**src/hdl/pattern_pkg.sv**
```systemverilog
// --------------------------------------------------
// expected-data pattern constants, lane LFSRs
// --------------------------------------------------
`default_nettype none

package pattern_pkg;

   // lane geometry, N_LANE lanes fill one bus word
   localparam int LANE_W = 8;
   localparam int N_LANE = 8;

   // galois taps for x^8+x^6+x^5+x^4+1
   // right-shift form, xor in when the lsb falls out
   localparam logic [LANE_W-1:0] LFSR_TAPS = 8'hB8;

   // reload value of lane 0, lane i gets SEED_BASE + i
   // so the reloaded word reads 0x0706050403020100
   localparam logic [LANE_W-1:0] SEED_BASE = 8'h00;

   // first-word rule
   // when set, the first step after a reload keeps the
   // seed word, so the first word on the bus is linear
   localparam bit FIRST_WORD_LINEAR = 1'b1;

endpackage : pattern_pkg

`default_nettype wire

```
**src/hdl/chk_pkg.sv**
```systemverilog
// --------------------------------------------------
// checker structure constants and state encoding
// for the stream receive checker
// --------------------------------------------------
`default_nettype none

package chk_pkg;

   // --------------------------------------------------
   // data path geometry
   // --------------------------------------------------
   localparam int DATA_W = 64;                     // stream word width
   localparam int SEG_W  = 16;                     // stage-1 compare slice
   localparam int N_SEG  = DATA_W / SEG_W;         // 4 slices per word

   // stage-2 reduction, groups of slice flags
   localparam int SEGS_PER_GROUP = 2;
   localparam int N_GROUP        = N_SEG / SEGS_PER_GROUP;

   // --------------------------------------------------
   // transaction counters
   // --------------------------------------------------
   localparam int CNT_HALF_W = 16;                 // one counter half
   localparam int CNT_W      = 2 * CNT_HALF_W;     // full count, 32 bits

   // --------------------------------------------------
   // checker control states
   // --------------------------------------------------
   // CHK_IDLE      ready low, waiting on enable
   // CHK_GEN_FIRST one pass to pulse the first-value step
   // CHK_RUNNING   ready follows enable
   typedef enum logic [1:0] {
      CHK_IDLE      = 2'd0,
      CHK_GEN_FIRST = 2'd1,
      CHK_RUNNING   = 2'd2
   } chk_state_t;

endpackage : chk_pkg

`default_nettype wire
```
**src/hdl/pkt_chk_top.sv**
```systemverilog
// --------------------------------------------------
// stream receive checker top, control, generator,
// compare and three transaction counters
// --------------------------------------------------
`timescale 1ns/100ps
`default_nettype none

module pkt_chk_top (
   input  wire                        i_clk,
   input  wire                        i_reset_n,
   input  wire                        i_start,
   input  wire                        i_enable,
   input  wire                        i_valid,
   input  wire  [chk_pkg::DATA_W-1:0] i_data,
   output logic                       o_ready,
   output logic                       o_pkt_error,
   output logic [chk_pkg::CNT_W-1:0]  o_total_count,
   output logic [chk_pkg::CNT_W-1:0]  o_match_count,
   output logic [chk_pkg::CNT_W-1:0]  o_fail_count
);

   logic accept;
   logic gen_first;
   logic restart;
   logic beat_done;
   logic match_inc;
   logic fail_inc;
   logic [chk_pkg::DATA_W-1:0] exp_data;

   // --------------------------------------------------
   // control and expected data
   // --------------------------------------------------
   pkt_chk_fsm fsm_i (
      .i_clk       (i_clk),
      .i_reset_n   (i_reset_n),
      .i_start     (i_start),
      .i_enable    (i_enable),
      .i_valid     (i_valid),
      .o_ready     (o_ready),
      .o_accept    (accept),
      .o_gen_first (gen_first),
      .o_restart   (restart)
   );

   exp_data_gen gen_i (
      .i_clk      (i_clk),
      .i_reset_n  (i_reset_n),
      .i_restart  (restart),
      .i_first    (gen_first),
      .i_accept   (accept),
      .o_exp_data (exp_data)
   );

   seg_compare cmp_i (
      .i_clk       (i_clk),
      .i_reset_n   (i_reset_n),
      .i_accept    (accept),
      .i_data      (i_data),
      .i_exp_data  (exp_data),
      .o_beat_done (beat_done),
      .o_match_inc (match_inc),
      .o_fail_inc  (fail_inc),
      .o_pkt_error (o_pkt_error)
   );

   // counters, total sees every beat
   txn_counter total_cnt_i (.i_clk(i_clk), .i_reset_n(i_reset_n),
                            .i_inc(beat_done), .o_count(o_total_count));
   txn_counter match_cnt_i (.i_clk(i_clk), .i_reset_n(i_reset_n),
                            .i_inc(match_inc), .o_count(o_match_count));
   txn_counter fail_cnt_i  (.i_clk(i_clk), .i_reset_n(i_reset_n),
                            .i_inc(fail_inc),  .o_count(o_fail_count));

endmodule : pkt_chk_top

`default_nettype wire

```
**src/hdl/txn_counter.sv**
```systemverilog
// --------------------------------------------------
// 32 bit event counter, two 16 bit halves with a
// registered carry between them
// --------------------------------------------------
`timescale 1ns/100ps
`default_nettype none

module txn_counter (
   input  wire                       i_clk,
   input  wire                       i_reset_n,
   input  wire                       i_inc,     // one count per high cycle
   output logic [chk_pkg::CNT_W-1:0] o_count
);

   logic [chk_pkg::CNT_HALF_W-1:0] low_q;
   logic [chk_pkg::CNT_HALF_W-1:0] low_d;    // lines up with high half
   logic [chk_pkg::CNT_HALF_W-1:0] high_q;
   logic                           carry_q;  // low half wrapped

   // low half and carry
   always_ff @(posedge i_clk)
   begin
      if (!i_reset_n)
      begin
         low_q   <= '0;
         low_d   <= '0;
         carry_q <= 1'b0;
      end
      else
      begin
         low_d   <= low_q;
         carry_q <= i_inc && (low_q == '1);
         if (i_inc)
            low_q <= low_q + 1'b1;
      end
   end

   // high half, one cycle after the wrap
   always_ff @(posedge i_clk)
   begin
      if (!i_reset_n)
         high_q <= '0;
      else if (carry_q)
         high_q <= high_q + 1'b1;
   end

   assign o_count = {high_q, low_d};

endmodule : txn_counter

`default_nettype wire

```
**src/hdl/seg_compare.sv**
```systemverilog
// --------------------------------------------------
// two-stage segment compare, beat strobes and the
// sticky error flag
// --------------------------------------------------
`timescale 1ns/100ps
`default_nettype none

module seg_compare (
   input  wire                        i_clk,
   input  wire                        i_reset_n,
   input  wire                        i_accept,     // data_q holds an accepted word
   input  wire  [chk_pkg::DATA_W-1:0] i_data,       // raw bus data
   input  wire  [chk_pkg::DATA_W-1:0] i_exp_data,   // generator word
   output logic                       o_beat_done,  // one word checked
   output logic                       o_match_inc,
   output logic                       o_fail_inc,
   output logic                       o_pkt_error   // sticky, also high before first word
);

   logic [chk_pkg::DATA_W-1:0]  data_q;     // bus word, one cycle back
   logic [chk_pkg::N_SEG-1:0]   seg_eq_q;   // stage 1
   logic [chk_pkg::N_GROUP-1:0] grp_eq_q;   // stage 2
   logic acc_d1;
   logic acc_d2;
   logic word_ok;
   logic beat_q;
   logic match_q;
   logic fail_q;
   logic seen_q;        // at least one word checked
   logic err_latch_q;   // any word failed
   logic pkt_error_q;

   // capture every cycle, the accept strobe picks the word
   always_ff @(posedge i_clk)
   begin
      data_q <= i_data;
   end

   // --------------------------------------------------
   // stage 1, per segment equality
   // --------------------------------------------------
   always_ff @(posedge i_clk)
   begin
      if (!i_reset_n)
         seg_eq_q <= '0;
      else if (i_accept)
         for (int s = 0; s < chk_pkg::N_SEG; s++)
            seg_eq_q[s] <= (data_q[s*chk_pkg::SEG_W +: chk_pkg::SEG_W] ==
                            i_exp_data[s*chk_pkg::SEG_W +: chk_pkg::SEG_W]);
   end

   // stage 2, and the flags in groups
   always_ff @(posedge i_clk)
   begin
      if (!i_reset_n)
         grp_eq_q <= '0;
      else if (acc_d1)
         for (int g = 0; g < chk_pkg::N_GROUP; g++)
            grp_eq_q[g] <= &seg_eq_q[g*chk_pkg::SEGS_PER_GROUP +: chk_pkg::SEGS_PER_GROUP];
   end

   // accept follows the data down the pipe
   always_ff @(posedge i_clk)
   begin
      if (!i_reset_n)
      begin
         acc_d1 <= 1'b0;
         acc_d2 <= 1'b0;
      end
      else
      begin
         acc_d1 <= i_accept;
         acc_d2 <= acc_d1;
      end
   end

   assign word_ok = &grp_eq_q;

   // --------------------------------------------------
   // beat strobes and error state
   // --------------------------------------------------
   always_ff @(posedge i_clk)
   begin
      if (!i_reset_n)
      begin
         beat_q      <= 1'b0;
         match_q     <= 1'b0;
         fail_q      <= 1'b0;
         seen_q      <= 1'b0;
         err_latch_q <= 1'b0;
         pkt_error_q <= 1'b1;   // nothing seen yet
      end
      else
      begin
         beat_q  <= acc_d2;
         match_q <= acc_d2 & word_ok;
         fail_q  <= acc_d2 & ~word_ok;
         if (acc_d2)
            seen_q <= 1'b1;
         if (acc_d2 && !word_ok)
            err_latch_q <= 1'b1;                 // never cleared
         pkt_error_q <= err_latch_q | ~seen_q;   // one cycle behind the strobes
      end
   end

   assign o_beat_done = beat_q;
   assign o_match_inc = match_q;
   assign o_fail_inc  = fail_q;
   assign o_pkt_error = pkt_error_q;

endmodule : seg_compare

`default_nettype wire

```
**src/hdl/exp_data_gen.sv**
```systemverilog
// --------------------------------------------------
// expected word generator, one galois LFSR per lane
// reload on restart, step on first value or accept
// --------------------------------------------------
`timescale 1ns/100ps
`default_nettype none

module exp_data_gen (
   input  wire  i_clk,
   input  wire  i_reset_n,
   input  wire  i_restart,   // reload all lanes to seed
   input  wire  i_first,     // first-value step
   input  wire  i_accept,    // one accepted word, step
   output logic [pattern_pkg::LANE_W*pattern_pkg::N_LANE-1:0] o_exp_data
);

   logic step;
   logic first_hold_q;   // next step keeps the seed word

   // one shift of a lane
   function automatic logic [pattern_pkg::LANE_W-1:0] lfsr_next(
      input logic [pattern_pkg::LANE_W-1:0] s);
      logic [pattern_pkg::LANE_W-1:0] n;
      n = s >> 1;
      if (s[0])
         n = n ^ pattern_pkg::LFSR_TAPS;   // galois feedback
      return n;
   endfunction

   // reload value of lane idx
   function automatic logic [pattern_pkg::LANE_W-1:0] lane_seed(input int idx);
      int sum;
      sum = int'(pattern_pkg::SEED_BASE) + idx;
      return sum[pattern_pkg::LANE_W-1:0];
   endfunction

   assign step = i_first | i_accept;

   always_ff @(posedge i_clk)
   begin
      if (!i_reset_n || i_restart)
         first_hold_q <= pattern_pkg::FIRST_WORD_LINEAR;
      else if (step)
         first_hold_q <= 1'b0;
   end

   // --------------------------------------------------
   // lanes, all step together
   // --------------------------------------------------
   for (genvar g = 0; g < pattern_pkg::N_LANE; g++)
   begin : g_lane
      logic [pattern_pkg::LANE_W-1:0] lane_q;

      always_ff @(posedge i_clk)
      begin
         if (!i_reset_n || i_restart)
            lane_q <= lane_seed(g);               // linear first word
         else if (step && !first_hold_q)
            lane_q <= lfsr_next(lane_q);
      end

      assign o_exp_data[g*pattern_pkg::LANE_W +: pattern_pkg::LANE_W] = lane_q;
   end

endmodule : exp_data_gen

`default_nettype wire

```
**src/hdl/pkt_chk_fsm.sv**
```systemverilog
// --------------------------------------------------
// checker control: start edge, state machine,
// ready output and registered accept strobe
// --------------------------------------------------
`timescale 1ns/100ps
`default_nettype none

module pkt_chk_fsm (
   input  wire  i_clk,
   input  wire  i_reset_n,    // sync, active low
   input  wire  i_start,      // rising edge restarts pattern
   input  wire  i_enable,     // level, allows ready
   input  wire  i_valid,      // source has a word
   output logic o_ready,
   output logic o_accept,     // handshake, one cycle late
   output logic o_gen_first,  // first-value step pulse
   output logic o_restart     // generator reload
);

   chk_pkg::chk_state_t state_q;

   logic start_d;      // i_start one cycle back
   logic first_pend;   // restart seen, first value still owed
   logic ready_q;
   logic accept_q;
   logic gen_first_q;

   // edge detect, reload lands on the next clock edge
   assign o_restart = i_start & ~start_d;

   always_ff @(posedge i_clk)
   begin
      if (!i_reset_n)
         start_d <= 1'b0;
      else
         start_d <= i_start;
   end

   // pending flag, set wins over clear
   always_ff @(posedge i_clk)
   begin
      if (!i_reset_n)
         first_pend <= 1'b0;
      else if (o_restart)
         first_pend <= 1'b1;
      else if (state_q == chk_pkg::CHK_GEN_FIRST)
         first_pend <= 1'b0;   // owed step goes out now
   end

   // --------------------------------------------------
   // state machine
   // --------------------------------------------------
   always_ff @(posedge i_clk)
   begin
      gen_first_q <= 1'b0;   // single cycle pulse
      if (!i_reset_n)
      begin
         state_q <= chk_pkg::CHK_IDLE;
         ready_q <= 1'b0;
      end
      else
      begin
         case (state_q)
            chk_pkg::CHK_IDLE :
            begin
               ready_q <= 1'b0;
               if (i_enable)
                  state_q <= first_pend ? chk_pkg::CHK_GEN_FIRST : chk_pkg::CHK_RUNNING;
            end
            chk_pkg::CHK_GEN_FIRST :
            begin
               gen_first_q <= 1'b1;        // step generator off the seed
               ready_q     <= 1'b0;
               state_q     <= chk_pkg::CHK_RUNNING;
            end
            chk_pkg::CHK_RUNNING :
            begin
               if (i_enable && !first_pend)
                  ready_q <= 1'b1;         // rises one edge into running
               else
               begin
                  ready_q <= 1'b0;         // disable or fresh restart
                  state_q <= chk_pkg::CHK_IDLE;
               end
            end
            default :
            begin
               ready_q <= 1'b0;
               state_q <= chk_pkg::CHK_IDLE;
            end
         endcase
      end
   end

   // accepted word, seen by compare and generator next cycle
   always_ff @(posedge i_clk)
   begin
      if (!i_reset_n)
         accept_q <= 1'b0;
      else
         accept_q <= ready_q & i_valid;
   end

   assign o_ready     = ready_q;
   assign o_accept    = accept_q;
   assign o_gen_first = gen_first_q;

endmodule : pkt_chk_fsm

`default_nettype wire

```
**config.mk**
```make
export PLATFORM = sky130hd
export DESIGN_NAME = pkt_chk_top
export DESIGN_NICKNAME = d
export VERILOG_FILES = /design/src/hdl/pattern_pkg.sv /design/src/hdl/chk_pkg.sv /design/src/hdl/pkt_chk_top.sv /design/src/hdl/txn_counter.sv /design/src/hdl/seg_compare.sv /design/src/hdl/exp_data_gen.sv /design/src/hdl/pkt_chk_fsm.sv
export SDC_FILE = /design/constraint.sdc
export NUM_CORES = 1
export LEC_CHECK = 0
export BUFFER_PORTS_ARGS = -buffer_cell sky130_fd_sc_hd__buf_4
export CORE_MARGIN = 1.5
export CORE_UTILIZATION = 45
export CTS_CLUSTER_SIZE = 28
export DETAILED_ROUTE_END_ITERATION = 12
export GPL_TIMING_DRIVEN = 0
export HOLD_SLACK_MARGIN = 0.03
export PLACE_DENSITY = 0.62
export SYNTH_ARGS = -nofsm -noshare
export SYNTH_HDL_FRONTEND = slang
export SYNTH_SLANG_ARGS = --single-unit
```
**constraint.sdc**
```tcl
create_clock -name i_clk -period 2.2 [get_ports i_clk]
set_clock_uncertainty 0.1 [all_clocks]
set_input_delay 0.11 -clock i_clk [delete_from_list [all_inputs] [get_ports i_clk]]
set_output_delay 0.11 -clock i_clk [all_outputs]
set_load 0.02 [all_outputs]
```
* After elaboration in Yosys (flattened, before gate mapping)
Index checks and enable logic that the tools add are counted.
** Storage, ports and cells
- Flip-flop bits (word level) :: 297
- Input bits :: 69
- Word-level logic and storage cells :: 106
- Output and inout port bits :: 98
** Cells by class
- Mux-type cells :: 16
- $add $sub $neg :: 6
- Reduce and logical (&&, ||, !) cells :: 18
- Bitwise logic cells :: 17
- Equal/unequal tests :: 11
** Operators with widths (number)
- $add 16x1->16 const B :: 6
- $eq 16x16->1 :: 4
- $mux 8 :: 8
- $eq 16x16->1 const B :: 3
- $not 3->4 :: 8
- $reduce_and 2->1 :: 5
- $logic_and 1x1->1 :: 6
- $mux 2 :: 3
- $pmux 2 s3 :: 1
- $and 1x1->1 :: 4
- $logic_not 1->1 :: 4
- $mux 1 :: 4
- $ne 2x2->1 const B :: 2
- $not 1->1 :: 3
- $eq 2x1->1 const B :: 1
- $eq 2x2->1 const B :: 1
- $logic_not 2->1 :: 1
- $or 1x1->1 :: 2
- $reduce_bool 2->1 :: 1
- $logic_or 1x1->1 :: 1

* Longest topological paths before layout
- Depth in word-level cells :: 4
- Gate-level depth with buffers :: 6
- Depth with buffers taken out :: 5

* Modules after synthesis
From an unflattened synthesis, not the netlist that was laid out.
** Unflattened totals
- Cell total of the unflattened synthesis :: 1107
- Area total of the unflattened synthesis :: 10892.9 µm²
** Modules (own cells, without submodules)
- txn_counter at fail_cnt_i ... :: seq. area each 980.9 µm², times used 2, area each 1904.3 µm², cells each 204
- exp_data_gen :: seq. area each 1301.2 µm², times used 1, area each 2514.9 µm², cells each 293
- seg_compare :: seq. area each 1561.5 µm², times used 1, area each 2419.8 µm², cells each 191
- txn_counter at total_cnt_i :: seq. area each 980.9 µm², times used 1, area each 1910.6 µm², cells each 196
- pkt_chk_fsm :: seq. area each 140.1 µm², times used 1, area each 239.0 µm², cells each 19

* Worst setup path before layout
No wires, ideal clock.
- Kind :: register to register
- From :: register fail_cnt_i.high_q[0] in the netlist's numbering
- To :: register fail_cnt_i.high_q[14] in the netlist's numbering
- Setup time :: 0.070 ns
- Required time :: 2.030 ns
- Setup slack :: 0.353 ns
- Arrival :: 1.677 ns
- Period minus slack after synthesis :: 1.847 ns
- Stages on the path, launching flop included :: 6
- Buffers on the path :: 0
- Cells stage by stage :: dfxtp_1 ha_1 nand3_2 or3_1 or3_1 a21oi_1
** On the way
- Cells in the longest elaborated chain, start to end :: 1
** Ends and longest elaborated chain
- start, declared :: line txn_counter.sv:17 : logic [chk_pkg::CNT_HALF_W-1:0] high_q;
- start signal, assigned :: line txn_counter.sv:44 : high_q <= high_q + 1'b1;
- $add 16x1->16 :: line txn_counter.sv:44
Every way passes these cells.
A chain may end at the register's enable or synchronous reset.

* Worst setup path in the final report
Same ends and word-level chain as after synthesis.

==> impl_results.md <==
- Vias per std cell: 4.729
- Drt first pass iters: 4
- Final nets: 1,432
- Vias in the first global route: 7,592
- Num CTS Buffers: 31
- Via count: 8,007
- Internal Dissipation: 8.747 mW
- Critical Path Start Type: flop
- Sw power: 2.235 mW
- Initial Util: 46.27%
- # IOs: 167
- Main flop type after synthesis: dfxtp_1
- Synth top cells by count: dfxtp_1, nand2_1, nor2_1, xor2_1, xnor2_1
- Core area: about 23,000 sq um
- Diode count: 0
- Post-synth EDFFs: 0
- Die ar.: roughly 24,000 sq um
- Asr flop ratio synth: 0%
- CTS root buf: clkbuf_16
- Die X-Extent: about 160 um
- Mapped Avg Cell Area: 9.699 sq um
- HP Class: input port to flop
- IO buf count: 166
- All-Layer GR Usage: 19.15%
- Initial antenna violation count: 0
- Clock transition at path regs: ~0.060 ns
- Final Hold Viols: 0
- Area leader, netlist: dfxtp_1
- Clock sinks: 297
- Post-synth top area share: 56.24%
- Initial DRC count: 334
- Std cell rows: 55
- RSZ-0062 raised after global routing: no
- Worst EP arrival: 2.24 ns
- GPL Wtd Cong: 0.8249
- Status: finished clean
- Leak pwr: 5.541 nW
- Most frequent cell after synthesis: dfxtp_1
- Place WS: 0.3541 ns
- Crit path max fanout: 6
- Clock power share: 46.9%
- Crit end category: flop
- Share of cells above drive strength 1: 17.03%
- Seq/Total Area, Yosys: a little under three fifths
- Syn-to-layout area delta: 31.63%
- Ratio of total power to cell area: 789.2 nW/um^2
- Comb power frac: 3.2%
- Tmin final: 1.868 ns
- CTS max path bufs: 3
- Worst-skew pair later-pin latency: 0.55 ns
- Count of antenna-violating nets left after detailed routing: 0
- Placed wire-length estimate: 16,280 um
- Req. time, crit path: 2.57 ns
- Die Y-Extent: around 160 um
- TNS Setup: 0 ns
- Yosys warns: 0
- CTS tree: done
- DRC viols: 0
- Syn nets: 1,165
- Sequential Power Share: 49.9%
- Total congestion overflow: 0
- Largest net degree at the start of global routing: 15
- Final worst-path cycle share: 84.89%
- Sw Ratio: between 20% and 30%
- Synth Instances: roughly 1,100
- Peak VDD IR: 0.5293 mV
- DR WL/cell: 13.87 um
- # fillers: approximately 2,000
- Crit path kind: flop to flop
- First-pass GRT wire length: 37,700 um
- H-tree depth: 1
- # setup viols final: 0
- Setup repair bufs after CTS: 0
- Max-Cap Viols: 0
- Worst Tran Pin Value: 0.7328 ns
- Seq cells post-synth: between 200 and 300
- Cell area after synthesis: 10,570 sq um
- Area contributors post-synth: dfxtp_1, xor2_1, xnor2_1
- Final setup margin: 0.3325 ns
- Max Transition Viols Final: 0
- Netlist cell types: 38
- WL final: ~23,000 um
- Max Freq: 535.5 MHz
- Normalized max-slew margin: 51.15%
-- final timing paths --
check                                              to            startpoint  slack, ns  cells after the start
worst max-delay path            fail_cnt_i.high_q[14]  fail_cnt_i.high_q[0]       0.33                      5
worst min-delay path                 cmp_i.data_q[23]            i_data[23]       0.11                      2
worst max register to register  fail_cnt_i.high_q[14]  fail_cnt_i.high_q[0]       0.33                      5
worst min register to register      cmp_i.o_pkt_error          cmp_i.seen_q       0.31                      1
-- sequential cells by signal, summed over array words and instances (netlist names), 2 cells and up --
signal	count
total_cnt_i.low_d	16
total_cnt_i.low_q	16
gen_i.g_lane.lane_q	64
total_cnt_i.high_q	16
fail_cnt_i.low_q	16
match_cnt_i.low_d	16
match_cnt_i.high_q	16
cmp_i.seg_eq_q	4
fail_cnt_i.high_q	16
match_cnt_i.low_q	16
cmp_i.grp_eq_q	2
fsm_i.state_q	2
cmp_i.data_q	64
fail_cnt_i.low_d	16
-- power by group through the flow --
stage,sequential [mW],clock [mW],combinational (mW)
floorplan,5.59,0,0.110
global placement,5.60,0,0.257
detailed placement,5.60,0,0.257
CTS,5.48,5.25,0.354
global route,5.49,5.49,0.386
finish,5.48,5.15,0.352
-- cell families (layout without fill, tap and decap cells) --
family | after synthesis | in the layout | synth area share, %
AOI/OAI and AO/OA | 83 | 83 | 4.521
xor gates and xnor gates | 158 | 158 | 13.09
adders and majority gates | 6 | 6 | 0.7101
buffers and inverters | 71 | 361 | 2.651
DFF | 297 | 297 | 56.24
muxes | 14 | 14 | 1.385
and+or+nand+nor | 461 | 461 | 21.40
-- through the flow --
stage / power, mW / instance area, sq um / utilization (%) / cells / hold WS, ns
after floorplan: 5.702 / 10570 / - / 1090 / 0.03772
after global placement: 5.858 / 12210 / 53.44 / 1569 / 0.1143
after detailed placement: 5.858 / 12210 / 53.44 / 1569 / 0.1156
after CTS: 11.08 / 13910 / 60.90 / 1693 / 0.08924
after global routing: 11.36 / 13910 / 60.90 / 1693 / 0.09651
final: 10.98 / 13910 / 60.90 / 1693 / 0.1064
-- layer usage --
layer / vias up / share of wire, % / wire length (um) / global-route usage (%)
li1: 4165 / - / - / -
met1: 3620 / 45 / 10610 / 24.76
met2: 185 / 48 / 11340 / 33.61
met3: 37 / 4.7 / 1094 / 2.908
met4: 0 / 1.8 / 433 / 4.444
met5: - / 0 / 0 / 0
-- area by class of cell --
cell class | instances | area, sq um | area share [%]
inverter | 18 | 67.56 | 0.4856
tap | 313 | 391.6 | 2.814
timing repair buffer | 234 | 1927 | 13.85
sequential | 297 | 5946 | 42.73
buffer | 53 | 212.7 | 1.529
multi-input combinational | 722 | 4345 | 31.23
clock buffer | 51 | 970.9 | 6.978
clock inverter | 5 | 53.80 | 0.3867
-- timing repair --
action	CTS	global route
hold buffers	68	0
endpoints found under the hold margin	80	0
gates resized for setup	0	0
-- layout by cell type, fill, tap and decap left out, types with 22 or more instances in the layout --
cell and instances:
clkbuf_16 31, nand3_1 42, nor4_1 35, xor2_1 88, nor2_1 118, nand2_1 125
dlygate4sd3_1 68, xnor2_1 70, dfxtp_1 297, buf_4 167, a21oi_1 42, clkbuf_1 46
a211oi_1 24, nand4_1 22, and2_1 47
-- worst max-delay path, cell delays in order (launching register included) --
cell and delay [ns]:
dfxtp_1 0.41, ha_1 0.23, nand3_2 0.14, or3_1 0.40, or3_1 0.35, a21oi_1 0.15
No activity file was read; power rests on OpenSTA's default activity.
